===== src/logic/isa_pkg.sv =====
package isa_pkg;

    //////////////////////////////////////////////////////////////////////
    // geometry of the word, the program store and the accumulator
    //////////////////////////////////////////////////////////////////////

    localparam int inst_width    = 16;
    localparam int im_addr_width = 4;
    localparam int im_depth      = 16;
    // one bit wider than the address so a full program of 16 fits
    localparam int cnt_width     = 5;
    localparam int data_width    = 16;

    // field widths inside one instruction word
    localparam int op_width    = 4;
    localparam int imm_width   = 12;
    localparam int shamt_width = 4;

    // opcodes, anything else is a no-op
    localparam logic [op_width-1:0] op_ldi = 4'd0;
    localparam logic [op_width-1:0] op_add = 4'd1;
    localparam logic [op_width-1:0] op_sub = 4'd2;
    localparam logic [op_width-1:0] op_xor = 4'd3;
    localparam logic [op_width-1:0] op_shl = 4'd4;
    localparam logic [op_width-1:0] op_shr = 4'd5;

    //////////////////////////////////////////////////////////////////////
    // configuration block
    //////////////////////////////////////////////////////////////////////

    localparam int cfg_width = 4;
    localparam logic cfg_addr_gap    = 1'b0;
    localparam logic cfg_addr_passes = 1'b1;
    localparam logic [cfg_width-1:0] gap_reset    = 4'd8;
    localparam logic [cfg_width-1:0] passes_reset = 4'd1;

    // immediate form
    typedef struct packed {
        logic [op_width-1:0]  opcode;
        logic [imm_width-1:0] imm;
    } inst_imm_t;

    // shift form, low byte ignored
    typedef struct packed {
        logic [op_width-1:0]                        opcode;
        logic [shamt_width-1:0]                     shamt;
        logic [inst_width-op_width-shamt_width-1:0] unused;
    } inst_shift_t;

    // same 16 bits, two decodings
    typedef union packed {
        inst_imm_t   imm_view;
        inst_shift_t shift_view;
    } inst_u;

endpackage


===== src/logic/imem_if.sv =====
`timescale 1ns/1ps

interface imem_if import isa_pkg::*; ();

    // write port, loading phase only
    logic                     wr_en;
    logic [im_addr_width-1:0] wr_addr;
    logic [inst_width-1:0]    wr_data;

    // read port, replay phase only
    logic                     rd_en;
    logic [im_addr_width-1:0] rd_addr;
    logic [inst_width-1:0]    rd_data;
    logic                     rd_valid;

    // controller side
    // rd_valid comes back so done can line up with the data
    modport ctrl (
        output wr_en, wr_addr, wr_data, rd_en, rd_addr,
        input  rd_valid
    );

    // memory side
    modport mem (
        input  wr_en, wr_addr, wr_data, rd_en, rd_addr,
        output rd_data, rd_valid
    );

endinterface


===== src/logic/cfg_regs.sv =====
`timescale 1ns/1ps

module cfg_regs import isa_pkg::*; (
    input  logic                 clk,
    input  logic                 rst,
    input  logic                 cfg_we,
    input  logic                 cfg_addr,
    input  logic [cfg_width-1:0] cfg_wdata,
    output logic [cfg_width-1:0] cfg_rdata,
    output logic [cfg_width-1:0] gap_len,
    output logic [cfg_width-1:0] passes
);

    //////////////////////////////////////////////////////////////////////
    // steering registers
    //////////////////////////////////////////////////////////////////////

    // idle cycles tolerated inside a load, run starts after gap_len+1
    logic [cfg_width-1:0] gap_q;
    // how many times the stored program replays
    logic [cfg_width-1:0] passes_q;

    always_ff @(posedge clk) begin
        if (rst) begin
            gap_q    <= gap_reset;
            passes_q <= passes_reset;
        end else if (cfg_we) begin
            // one register per address
            case (cfg_addr)
                cfg_addr_gap:    gap_q    <= cfg_wdata;
                cfg_addr_passes: passes_q <= cfg_wdata;
            endcase
        end
    end

    // fetch_ctrl latches passes at run start
    // so a write here mid-run only hits the next run
    assign gap_len = gap_q;
    assign passes  = passes_q;

    //////////////////////////////////////////////////////////////////////
    // readback
    //////////////////////////////////////////////////////////////////////

    // combinational, follows cfg_addr directly
    always_comb begin
        case (cfg_addr)
            cfg_addr_gap:    cfg_rdata = gap_q;
            cfg_addr_passes: cfg_rdata = passes_q;
            default:         cfg_rdata = '0;
        endcase
    end

endmodule


===== src/logic/fetch_ctrl.sv =====
`timescale 1ns/1ps

module fetch_ctrl import isa_pkg::*; (
    input  logic                  clk,
    input  logic                  rst,
    input  logic                  valid,
    input  logic [inst_width-1:0] inst_in,
    input  logic [cfg_width-1:0]  gap_len,
    input  logic [cfg_width-1:0]  passes,
    imem_if.ctrl                  mem,
    output logic                  run_start,
    output logic                  busy,
    output logic                  done
);

    // words loaded so far, saturates at im_depth
    logic [cnt_width-1:0]     len_cnt;
    // consecutive idle cycles since the last beat
    logic [cfg_width-1:0]     gap_cnt;
    // replay program counter and passes still to issue
    logic [im_addr_width-1:0] pc;
    logic [cfg_width-1:0]     pass_left;
    logic                     issuing;
    // copy of the last-read flag, one stage behind the read
    logic                     last_d1;

    logic beat;
    logic room;
    logic load_end;
    logic wrap;
    logic last_read;
    logic done_next;

    //////////////////////////////////////////////////////////////////////
    // phase decode
    //////////////////////////////////////////////////////////////////////

    // beats while busy are dropped
    assign beat = valid & ~busy;
    assign room = (len_cnt != cnt_width'(im_depth));

    // counter instead of a fixed valid delay line
    // needs at least one word before the gap counts
    assign load_end = ~busy & ~valid & (len_cnt != '0) & (gap_cnt >= gap_len);

    // pc at the final word of the program
    assign wrap      = ({1'b0, pc} == (len_cnt - cnt_width'(1)));
    assign last_read = issuing & wrap & (pass_left == cfg_width'(1));

    // normal end lines up with the last rd_valid
    // zero passes ends the cycle after run_start
    assign done_next = (last_d1 & mem.rd_valid) | (run_start & (pass_left == '0));

    // read port straight off the replay state
    assign mem.rd_en   = issuing;
    assign mem.rd_addr = pc;

    // write payload, qualified by wr_en below
    always_ff @(posedge clk) begin
        mem.wr_addr <= len_cnt[im_addr_width-1:0];
        mem.wr_data <= inst_in;
    end

    //////////////////////////////////////////////////////////////////////
    // load, gap detect, replay
    //////////////////////////////////////////////////////////////////////

    always_ff @(posedge clk) begin
        if (rst) begin
            len_cnt   <= '0;
            gap_cnt   <= '0;
            pc        <= '0;
            pass_left <= '0;
            issuing   <= 1'b0;
            last_d1   <= 1'b0;
            mem.wr_en <= 1'b0;
            run_start <= 1'b0;
            busy      <= 1'b0;
            done      <= 1'b0;
        end else begin
            // write lands one cycle after the beat
            mem.wr_en <= beat & room;
            run_start <= load_end;
            last_d1   <= last_read;
            done      <= done_next;

            // loading
            if (beat) begin
                gap_cnt <= '0;
                if (room) begin
                    len_cnt <= len_cnt + cnt_width'(1);
                end
            end else if (~busy & (len_cnt != '0) & ~load_end) begin
                gap_cnt <= gap_cnt + cfg_width'(1);
            end

            // end of load, latch pass count
            if (load_end) begin
                busy      <= 1'b1;
                gap_cnt   <= '0;
                pc        <= '0;
                pass_left <= passes;
                issuing   <= (passes != '0);
            end

            // one read per cycle, no bubble at the pass boundary
            if (issuing) begin
                if (wrap) begin
                    pc        <= '0;
                    pass_left <= pass_left - cfg_width'(1);
                    if (pass_left == cfg_width'(1)) begin
                        issuing <= 1'b0;
                    end
                end else begin
                    pc <= pc + im_addr_width'(1);
                end
            end

            // back to loading at address 0
            if (done_next) begin
                busy    <= 1'b0;
                len_cnt <= '0;
            end
        end
    end

endmodule


===== src/logic/inst_mem.sv =====
`timescale 1ns/1ps

module inst_mem import isa_pkg::*; (
    input logic clk,
    imem_if.mem mem
);

    //////////////////////////////////////////////////////////////////////
    // program store
    //////////////////////////////////////////////////////////////////////

    // 16 words, inferred as block RAM
    (* ram_style = "block" *)
    logic [inst_width-1:0] ram [im_depth];

    // write and read never share a cycle
    // load and replay are separate phases

    // write port
    // address and data already registered in fetch_ctrl
    always_ff @(posedge clk) begin
        if (mem.wr_en) begin
            ram[mem.wr_addr] <= mem.wr_data;
        end
    end

    // read port
    // data registered, one cycle after rd_en
    always_ff @(posedge clk) begin
        if (mem.rd_en) begin
            mem.rd_data <= ram[mem.rd_addr];
        end
    end

    // strobe follows the data
    // settles to 0 while fetch_ctrl holds rd_en low in reset
    always_ff @(posedge clk) begin
        mem.rd_valid <= mem.rd_en;
    end

endmodule


===== src/logic/exec_unit.sv =====
`timescale 1ns/1ps

module exec_unit import isa_pkg::*; (
    input  logic                  clk,
    input  logic                  rst,
    input  logic                  run_start,
    input  logic                  rd_valid,
    input  inst_u                 rd_data,
    output logic [data_width-1:0] acc,
    output logic                  acc_valid
);

    // immediate widened to the accumulator
    logic [data_width-1:0] imm_ext;
    // shift amount from the other view of the same word
    logic [shamt_width-1:0] shamt;
    logic [data_width-1:0] acc_next;

    //////////////////////////////////////////////////////////////////////
    // decode
    //////////////////////////////////////////////////////////////////////

    assign imm_ext = {{(data_width-imm_width){1'b0}}, rd_data.imm_view.imm};
    assign shamt   = rd_data.shift_view.shamt;

    // opcode sits in the same bits for both views
    always_comb begin
        case (rd_data.imm_view.opcode)
            op_ldi: acc_next = imm_ext;
            // wraps modulo 2^16
            op_add: acc_next = acc + imm_ext;
            op_sub: acc_next = acc - imm_ext;
            op_xor: acc_next = acc ^ imm_ext;
            // logical shifts, zero fill
            op_shl: acc_next = acc << shamt;
            op_shr: acc_next = acc >> shamt;
            // unknown opcode, hold
            default: acc_next = acc;
        endcase
    end

    //////////////////////////////////////////////////////////////////////
    // accumulator
    //////////////////////////////////////////////////////////////////////

    // run_start is a cycle ahead of the first rd_valid
    // so the clear never collides with an update
    always_ff @(posedge clk) begin
        if (rst) begin
            acc       <= '0;
            acc_valid <= 1'b0;
        end else begin
            // one pulse per executed word
            acc_valid <= rd_valid;
            if (run_start) begin
                acc <= '0;
            end else if (rd_valid) begin
                acc <= acc_next;
            end
        end
    end

    // result shows up two cycles after the read was issued
    // one cycle in the RAM, one here

endmodule


===== src/logic/stream_core.sv =====
`timescale 1ns/1ps

module stream_core import isa_pkg::*; (
    input  logic                  clk,
    input  logic                  rst,
    input  logic                  valid,
    input  logic [inst_width-1:0] inst_in,
    input  logic                  cfg_we,
    input  logic                  cfg_addr,
    input  logic [cfg_width-1:0]  cfg_wdata,
    output logic [cfg_width-1:0]  cfg_rdata,
    output logic [data_width-1:0] acc,
    output logic                  acc_valid,
    output logic                  busy,
    output logic                  done
);

    // config to fetch
    logic [cfg_width-1:0] gap_len;
    logic [cfg_width-1:0] passes;
    // clears the accumulator at run start
    logic                 run_start;

    //////////////////////////////////////////////////////////////////////
    // blocks
    //////////////////////////////////////////////////////////////////////

    // instruction memory port
    imem_if mem_bus ();

    cfg_regs cfg0 (
        .clk       (clk),
        .rst       (rst),
        .cfg_we    (cfg_we),
        .cfg_addr  (cfg_addr),
        .cfg_wdata (cfg_wdata),
        .cfg_rdata (cfg_rdata),
        .gap_len   (gap_len),
        .passes    (passes)
    );

    fetch_ctrl fetch0 (
        .clk       (clk),
        .rst       (rst),
        .valid     (valid),
        .inst_in   (inst_in),
        .gap_len   (gap_len),
        .passes    (passes),
        .mem       (mem_bus.ctrl),
        .run_start (run_start),
        .busy      (busy),
        .done      (done)
    );

    inst_mem mem0 (
        .clk (clk),
        .mem (mem_bus.mem)
    );

    // read data tapped off the bus
    exec_unit exec0 (
        .clk       (clk),
        .rst       (rst),
        .run_start (run_start),
        .rd_valid  (mem_bus.rd_valid),
        .rd_data   (mem_bus.rd_data),
        .acc       (acc),
        .acc_valid (acc_valid)
    );

endmodule


===== config.mk =====
export PLATFORM = sky130hd
export DESIGN_NAME = stream_core
export DESIGN_NICKNAME = d
export VERILOG_FILES = /design/src/logic/isa_pkg.sv /design/src/logic/imem_if.sv /design/src/logic/cfg_regs.sv /design/src/logic/fetch_ctrl.sv /design/src/logic/inst_mem.sv /design/src/logic/exec_unit.sv /design/src/logic/stream_core.sv
export SDC_FILE = /design/constraint.sdc
export NUM_CORES = 1
export LEC_CHECK = 0
export BUFFER_PORTS_ARGS = -buffer_cell sky130_fd_sc_hd__buf_2
export CORE_MARGIN = 2
export CORE_UTILIZATION = 62
export CTS_CLUSTER_SIZE = 10
export DETAILED_ROUTE_END_ITERATION = 12
export PLACE_DENSITY = 0.79
export SETUP_SLACK_MARGIN = 0.5
export SLEW_MARGIN = 40
export SYNTH_ARGS = -nofsm -noshare
export SYNTH_HDL_FRONTEND = slang
export SYNTH_SLANG_ARGS = --single-unit

===== constraint.sdc =====
create_clock -name clk -period 4 [get_ports clk]
set_input_delay 0.4 -clock clk [delete_from_list [all_inputs] [get_ports clk]]
set_output_delay 0.4 -clock clk [all_outputs]
set_load 0.05 [all_outputs]

# [Word-level counts from Yosys, hierarchy flattened]
# Memories as Yosys holds them, arrays and structs flattened. A register that Yosys moved wholly into a read port is not among the register bits.
# Cells that the tools add are included.
[word_totals] register_bits=69 ramBits=256 output_inout_bits=23 mem_count=1
[classes] n_addsub=7 n_lt_le_gt_ge=1 eq_ne=8 n_shift=2 muxes=14 bitwise=17 n_reduce_logical=13
[memory_table] name="mem0.ram" depth=16 width=16 rd=1 rd_clocked_by_memory_dff=1 wr=1 line="inst_mem.sv:14" text="logic [inst_width-1:0] ram [im_depth];"
[ops] op="$pmux W16 S6" count=1
[ops] op="$mux W4" count=6
[ops] op="$add A16 B12 Y16" count=1
[ops] op="$shl A16 B4 Y16" count=1
[ops] op="$shr A16 B4 Y16" count=1
[ops] op="$sub A16 B12 Y16" count=1
[ops] op="$xor A16 B12 Y16" count=1
[ops] op="$and A1 B1 Y1" count=11
[ops] op="$add A4 B1 Y4 const B" count=2
[ops] op="$eq A4 B1 Y1 const B" count=2
[ops] op="$eq A4 B2 Y1 const B" count=2
[ops] op="$eq A4 B3 Y1 const B" count=2
[ops] op="$logic_not A4 Y1" count=2
[ops] op="$pmux W4 S2" count=1
[ops] op="$reduce_and A2 Y1" count=4
[ops] op="$mux W1" count=6
[ops] op="$reduce_bool A6 Y1" count=1
[ops] op="$add A5 B1 Y5 const B" count=1
[ops] op="$eq A4 B5 Y1" count=1
[ops] op="$ne A5 B5 Y1 const B" count=1
[ops] op="$reduce_bool A5 Y1" count=1
[ops] op="$sub A5 B1 Y5 const B" count=1
[ops] op="$ge A4 B4 Y1" count=1
[ops] op="$not A1 Y1" count=4
[ops] op="other kinds (6)" count=7

# [Longest topological paths before layout]
[depth] word_depth=8 mapped_depth=14 ltp_nobuf=13

# [Modules after synthesis]
# A second synthesis with hierarchy kept.
[unflattened] hier_cells=1122 hier_area_um2=15775.1
[modules_own_cells] mod="inst_mem" n_inst=1 cells_each=433 area_per_inst_um2=10222.3
[modules_own_cells] mod="exec_unit" n_inst=1 cells_each=476 area_per_inst_um2=3403.3
[modules_own_cells] mod="fetch_ctrl" n_inst=1 cells_each=176 area_per_inst_um2=1755.4
[modules_own_cells] mod="cfg_regs" n_inst=1 cells_each=37 area_per_inst_um2=394.1

# [Least setup slack after synthesis]
# Ideal clock, no wire load.
[synth_timing] path_kind="flip-flop to flip-flop" start="register mem0.mem.rd_data[12], read port of mem0.ram" end="register exec0.acc[15]" setup_ps=127 t_arrival_ps=3136 required_time_ps=3873 path_slack_ps=737 path_stages_with_launch=12 path_buffers=2 cell_sequence="edfxtp_1 -> buf_2 -> or4b_1 -> clkbuf_1 -> a21oi_1 -> ha_1 -> nor2b_1 -> o31ai_1 -> a31oi_1 -> a41oi_1 -> a21oi_1 -> or3_1"
[synth_via] elab_chain_cells=3 word_cells_on_any_way=9 classes_between="5 x eq/ne; 1 x mux; 3 x reduce/logical"
[synth_rtl] element="start: declaration" line="imem_if.sv:26" text="output rd_data, rd_valid"
[synth_rtl] element="$eq A4 B1 Y1, or another cell as far along" line="exec_unit.sv:28" text="case (rd_data.imm_view.opcode)"
[synth_rtl] element="$reduce_bool A6 Y1 (no source line)"
[synth_rtl] element="$reduce_and A2 Y1 (no source line)"
[synth_rtl] element="end signal: assignment" line="exec_unit.sv:58" text="acc <= acc_next;"
[synth_rtl] element="end: declaration" line="exec_unit.sv:9" text="output logic [data_width-1:0] acc,"
# Parallel ways exist; a longest one is shown, timed or not.
# A chain may end at the register's enable or synchronous reset.

# [Final worst setup path]
[layout_timing] start="register mem0.mem.rd_data[5], read port of mem0.ram" end="register exec0.acc[15]"
[layout_via] elab_chain_cells=2 word_cells_on_any_way=3 classes_between="2 x add/sub; 1 x mux"
[layout_rtl] element="$sub A16 B12 Y16 or $add A16 B12 Y16 (tied branches)" line="exec_unit.sv:32, exec_unit.sv:31"
[layout_rtl] element="$pmux W16 S6 (*)" line="exec_unit.sv:28"
# Every way passes the cells marked *; elsewhere a longest branch is shown, timed or not.

==> impl_metrics.yaml <==
power_and_ir_drop:
  vdd_drop_max_uv: 383
  switching_share_pct: 21.0
  total_power_mw: 7.47
  p_leak_nw: 5.96
  p_int_mw: 5.91
  power_frac_comb_pct: 3.1
  p_per_area_nw_per_um2: 419
  p_switching_mw: 1.57
  seq_power_share_pct: 52.6
  clkPwrFrac_pct: 44.2
finish:
  layout-drive-gt1-share_pct: 22.2
  seqCellArea_um2: 9560
  area_growth_pct: 12.5
  fin_nets: 1182
  fillers: 1638
  diodes: 0
  multi_input_area_um2: 5990
  final_util_pct: 71.0
  layout_common_cells: "edfxtp_1 (272), mux4_2 (100), dfxtp_1 (66)"
  final_common_cell: "edfxtp_1"
logic_synthesis:
  syn-num-nets: 1124
  synthFlopType: "edfxtp_1"
  async_flop_share_pct: 0
  synthCells: 1071
  ys_types: 80
  syn_area_per_cell_um2: 14.8
  synth-seq-cells: 341
  seq_area_frac_synth_pct: 60.3
  syn_area_um2: 15800
  synth-edff-count: 272
  yosysWarnings: 0
sta:
  fin_hold_ws_ns: 0.129
  fin_setup_tns_ns: 0
  slew_violations: 0
  setup_viol: 0
  tightest_slew_ns: 0.764
  slew_headroom_pct: 48.4
  setup_ws_ns: 0.765
  rsz0062_at_grt: "no"
  timing.final.crit_period_ns: 3.24
  fmax_mhz: 309
  fin_crit_sh_pct: 80.9
  clock_skew_ns: 0.0144
  hold_violations: 0
floorplan:
  row_count: 58
  die_w_um: 164
  core_area_um2: 25100
  die_h_um: 164
  die-area_um2: 26800
  pin_count: 48
  initial_core_util_pct: 63.1
routing:
  drtIter0Drc: 1014
  antenna_left: 0
  wl_per_cell_um: 25.7
  vias: 9814
  routed_wl_mm: 38.2
  vias_per_cell: 6.60
  dr.pass1.iters: 5
  drc: 0
clocking:
  cts_root_buffer: "clkbuf_16"
  cts_tree: "built"
  cts_buffers: 40
  clk_path_buf_depth: 3
  clock_sinks: 341
  insertion_delay_ns: 0.54
  clk_pin_slew_ns: 0.06
  ctsHtreeMaxLevel: 2
setup_path:
  critPathRequiredTime_ns: 4.41
  crit_path_end_kind: "flip-flop"
  critPathLaunchType: "flip-flop"
  cp_data_arrival_time_ns: 3.65
  crit_path_max_fanout: 5
  crit_type: "reg2reg"
placed_design:
  dp_slack_ns: 0.470
  place_congestion: 0.931
  port_buffers: 47
  place_hpwl_mm: 22.8
run:
  cap_violations: 0
global_routing:
  grt_overflow: 0
  grt_pass1_vias: 9860
  antenna_found_initial: 0
  grt_pass1_wl_mm: 58.5
  grt_max_degree: 51
  groute.usage.overall_pct: 29.5
outcome:
  outcome: "complete, no violations"
worst_hold_path:
  hold_class: "in2reg"
-- path summary, 6_finish.rpt --
check        depth (start not counted)  slack [ns]                            end                            from
min reg2reg                          0        0.41  fetch0.mem.wr_addr[1]$_DFF_P_  fetch0.len_cnt[1]$_SDFFE_PP0P_
max reg2reg                         11        0.76     exec0.acc[15]$_SDFFE_PP0P_   mem0.mem.rd_data[5]$_DFFE_PP_
min                                  3        0.13   cfg0.gap_len[0]$_SDFFE_PP0P_                    cfg_wdata[0]
max                                 11        0.76     exec0.acc[15]$_SDFFE_PP0P_   mem0.mem.rd_data[5]$_DFFE_PP_
-- logic make-up after synthesis --
kind of cell / synth area share, %
AO/OA/AOI/OAI: 7.61
flip-flops: 60.3
adder cells (fa/ha/maj): 2.32
buffers and inverters: 2.63
XOR/XNOR: 2.43
AND/OR/NAND/NOR: 7.66
multiplexers: 17.0
-- routing by layer --
metal  up-vias  part of all wire, %  wire length, um  GRT usage (%)
li1       4344                    -                -              -
met1      4884                   38            14600           38.6
met2       466                   50            19300           49.4
met3       120                  7.1             2710           5.15
met4         0                  4.2             1590           12.1
met5         -                    0                0              0
-- stage by stage --
stage	instance area, um^2	instances
5_1_grt	17800	1487
3_5_place_dp	16400	1400
3_3_place_gp	16400	1400
6_report	17800	1487
2_1_floorplan	15800	1071
4_1_cts	17800	1485
-- power groups by stage --
stage / logic, mW / registers (mW) / clock network (mW)
2_1_floorplan: 0.156 / 3.98 / 0
3_3_place_gp: 0.209 / 4.00 / 0
3_5_place_dp: 0.217 / 4.00 / 0
4_1_cts: 0.231 / 3.93 / 3.36
5_1_grt: 0.251 / 3.94 / 3.49
6_report: 0.233 / 3.93 / 3.31
-- cells in the mapped netlist, types with 5 or more instances --
cell	count	area, um^2
buf_1	9	33.8
buf_2	14	70.1
o22ai_1	7	43.8
dfxtp_1	69	1380
and3_1	6	37.5
nor2_1	76	285
nor3b_1	5	37.5
nand2b_1	16	100
xnor2_1	22	193
or3_1	6	37.5
nand4_1	5	31.3
nor4_1	5	31.3
o21ai_0	43	215
nand3b_1	5	37.5
nor3_1	19	95.1
a211oi_1	13	97.6
clkbuf_1	40	150
edfxtp_1	272	8170
inv_1	21	78.8
nand2_1	45	169
o221ai_1	5	43.8
xor2_1	22	193
a31oi_1	6	37.5
o211ai_1	7	52.6
ha_1	27	338
mux4_2	100	2250
a21oi_1	45	225
a21o_1	6	45.0
mux2i_1	40	400
nand3_1	16	80.1
nor2b_1	11	68.8
-- flip-flops by register name (all words and copies together), names as in the netlist, 5 cells and up --
name / flops
fetch0.mem.wr_data: 16
mem0.mem.rd_data: 16
exec0.acc: 16
fetch0.len_cnt: 5
mem0.ram: 256
-- critical path: stages (launching register included) --
cell      delay [ns]
edfxtp_1        0.50
or4_4           0.59
nor3_1          0.23
nand2_1         0.14
o31ai_1         0.29
ha_1            0.32
and4_2          0.27
nand2_1         0.07
o21ai_0         0.08
a41oi_1         0.21
a21oi_1         0.08
or3_1           0.34
-- cell type report --
cell class	count	area share, %
sequential	341	53.6
multi-input combinational	637	33.6
clock buffer	66	6.34
timing repair buffer	87	3.37
tap	330	2.32
inverter	22	0.463
clock inverter	4	0.281
-- timing repair --
action	4_1_cts	5_1_grt
endpoints found under the hold margin	15	1
gates resized for setup	1	3
gates cloned	0	0
buffers inserted	0	1
hold buffers	15	1
pin swaps	0	0
endpoints found under the setup margin	1	6
Note: power is estimated with default switching activity, not from simulation.
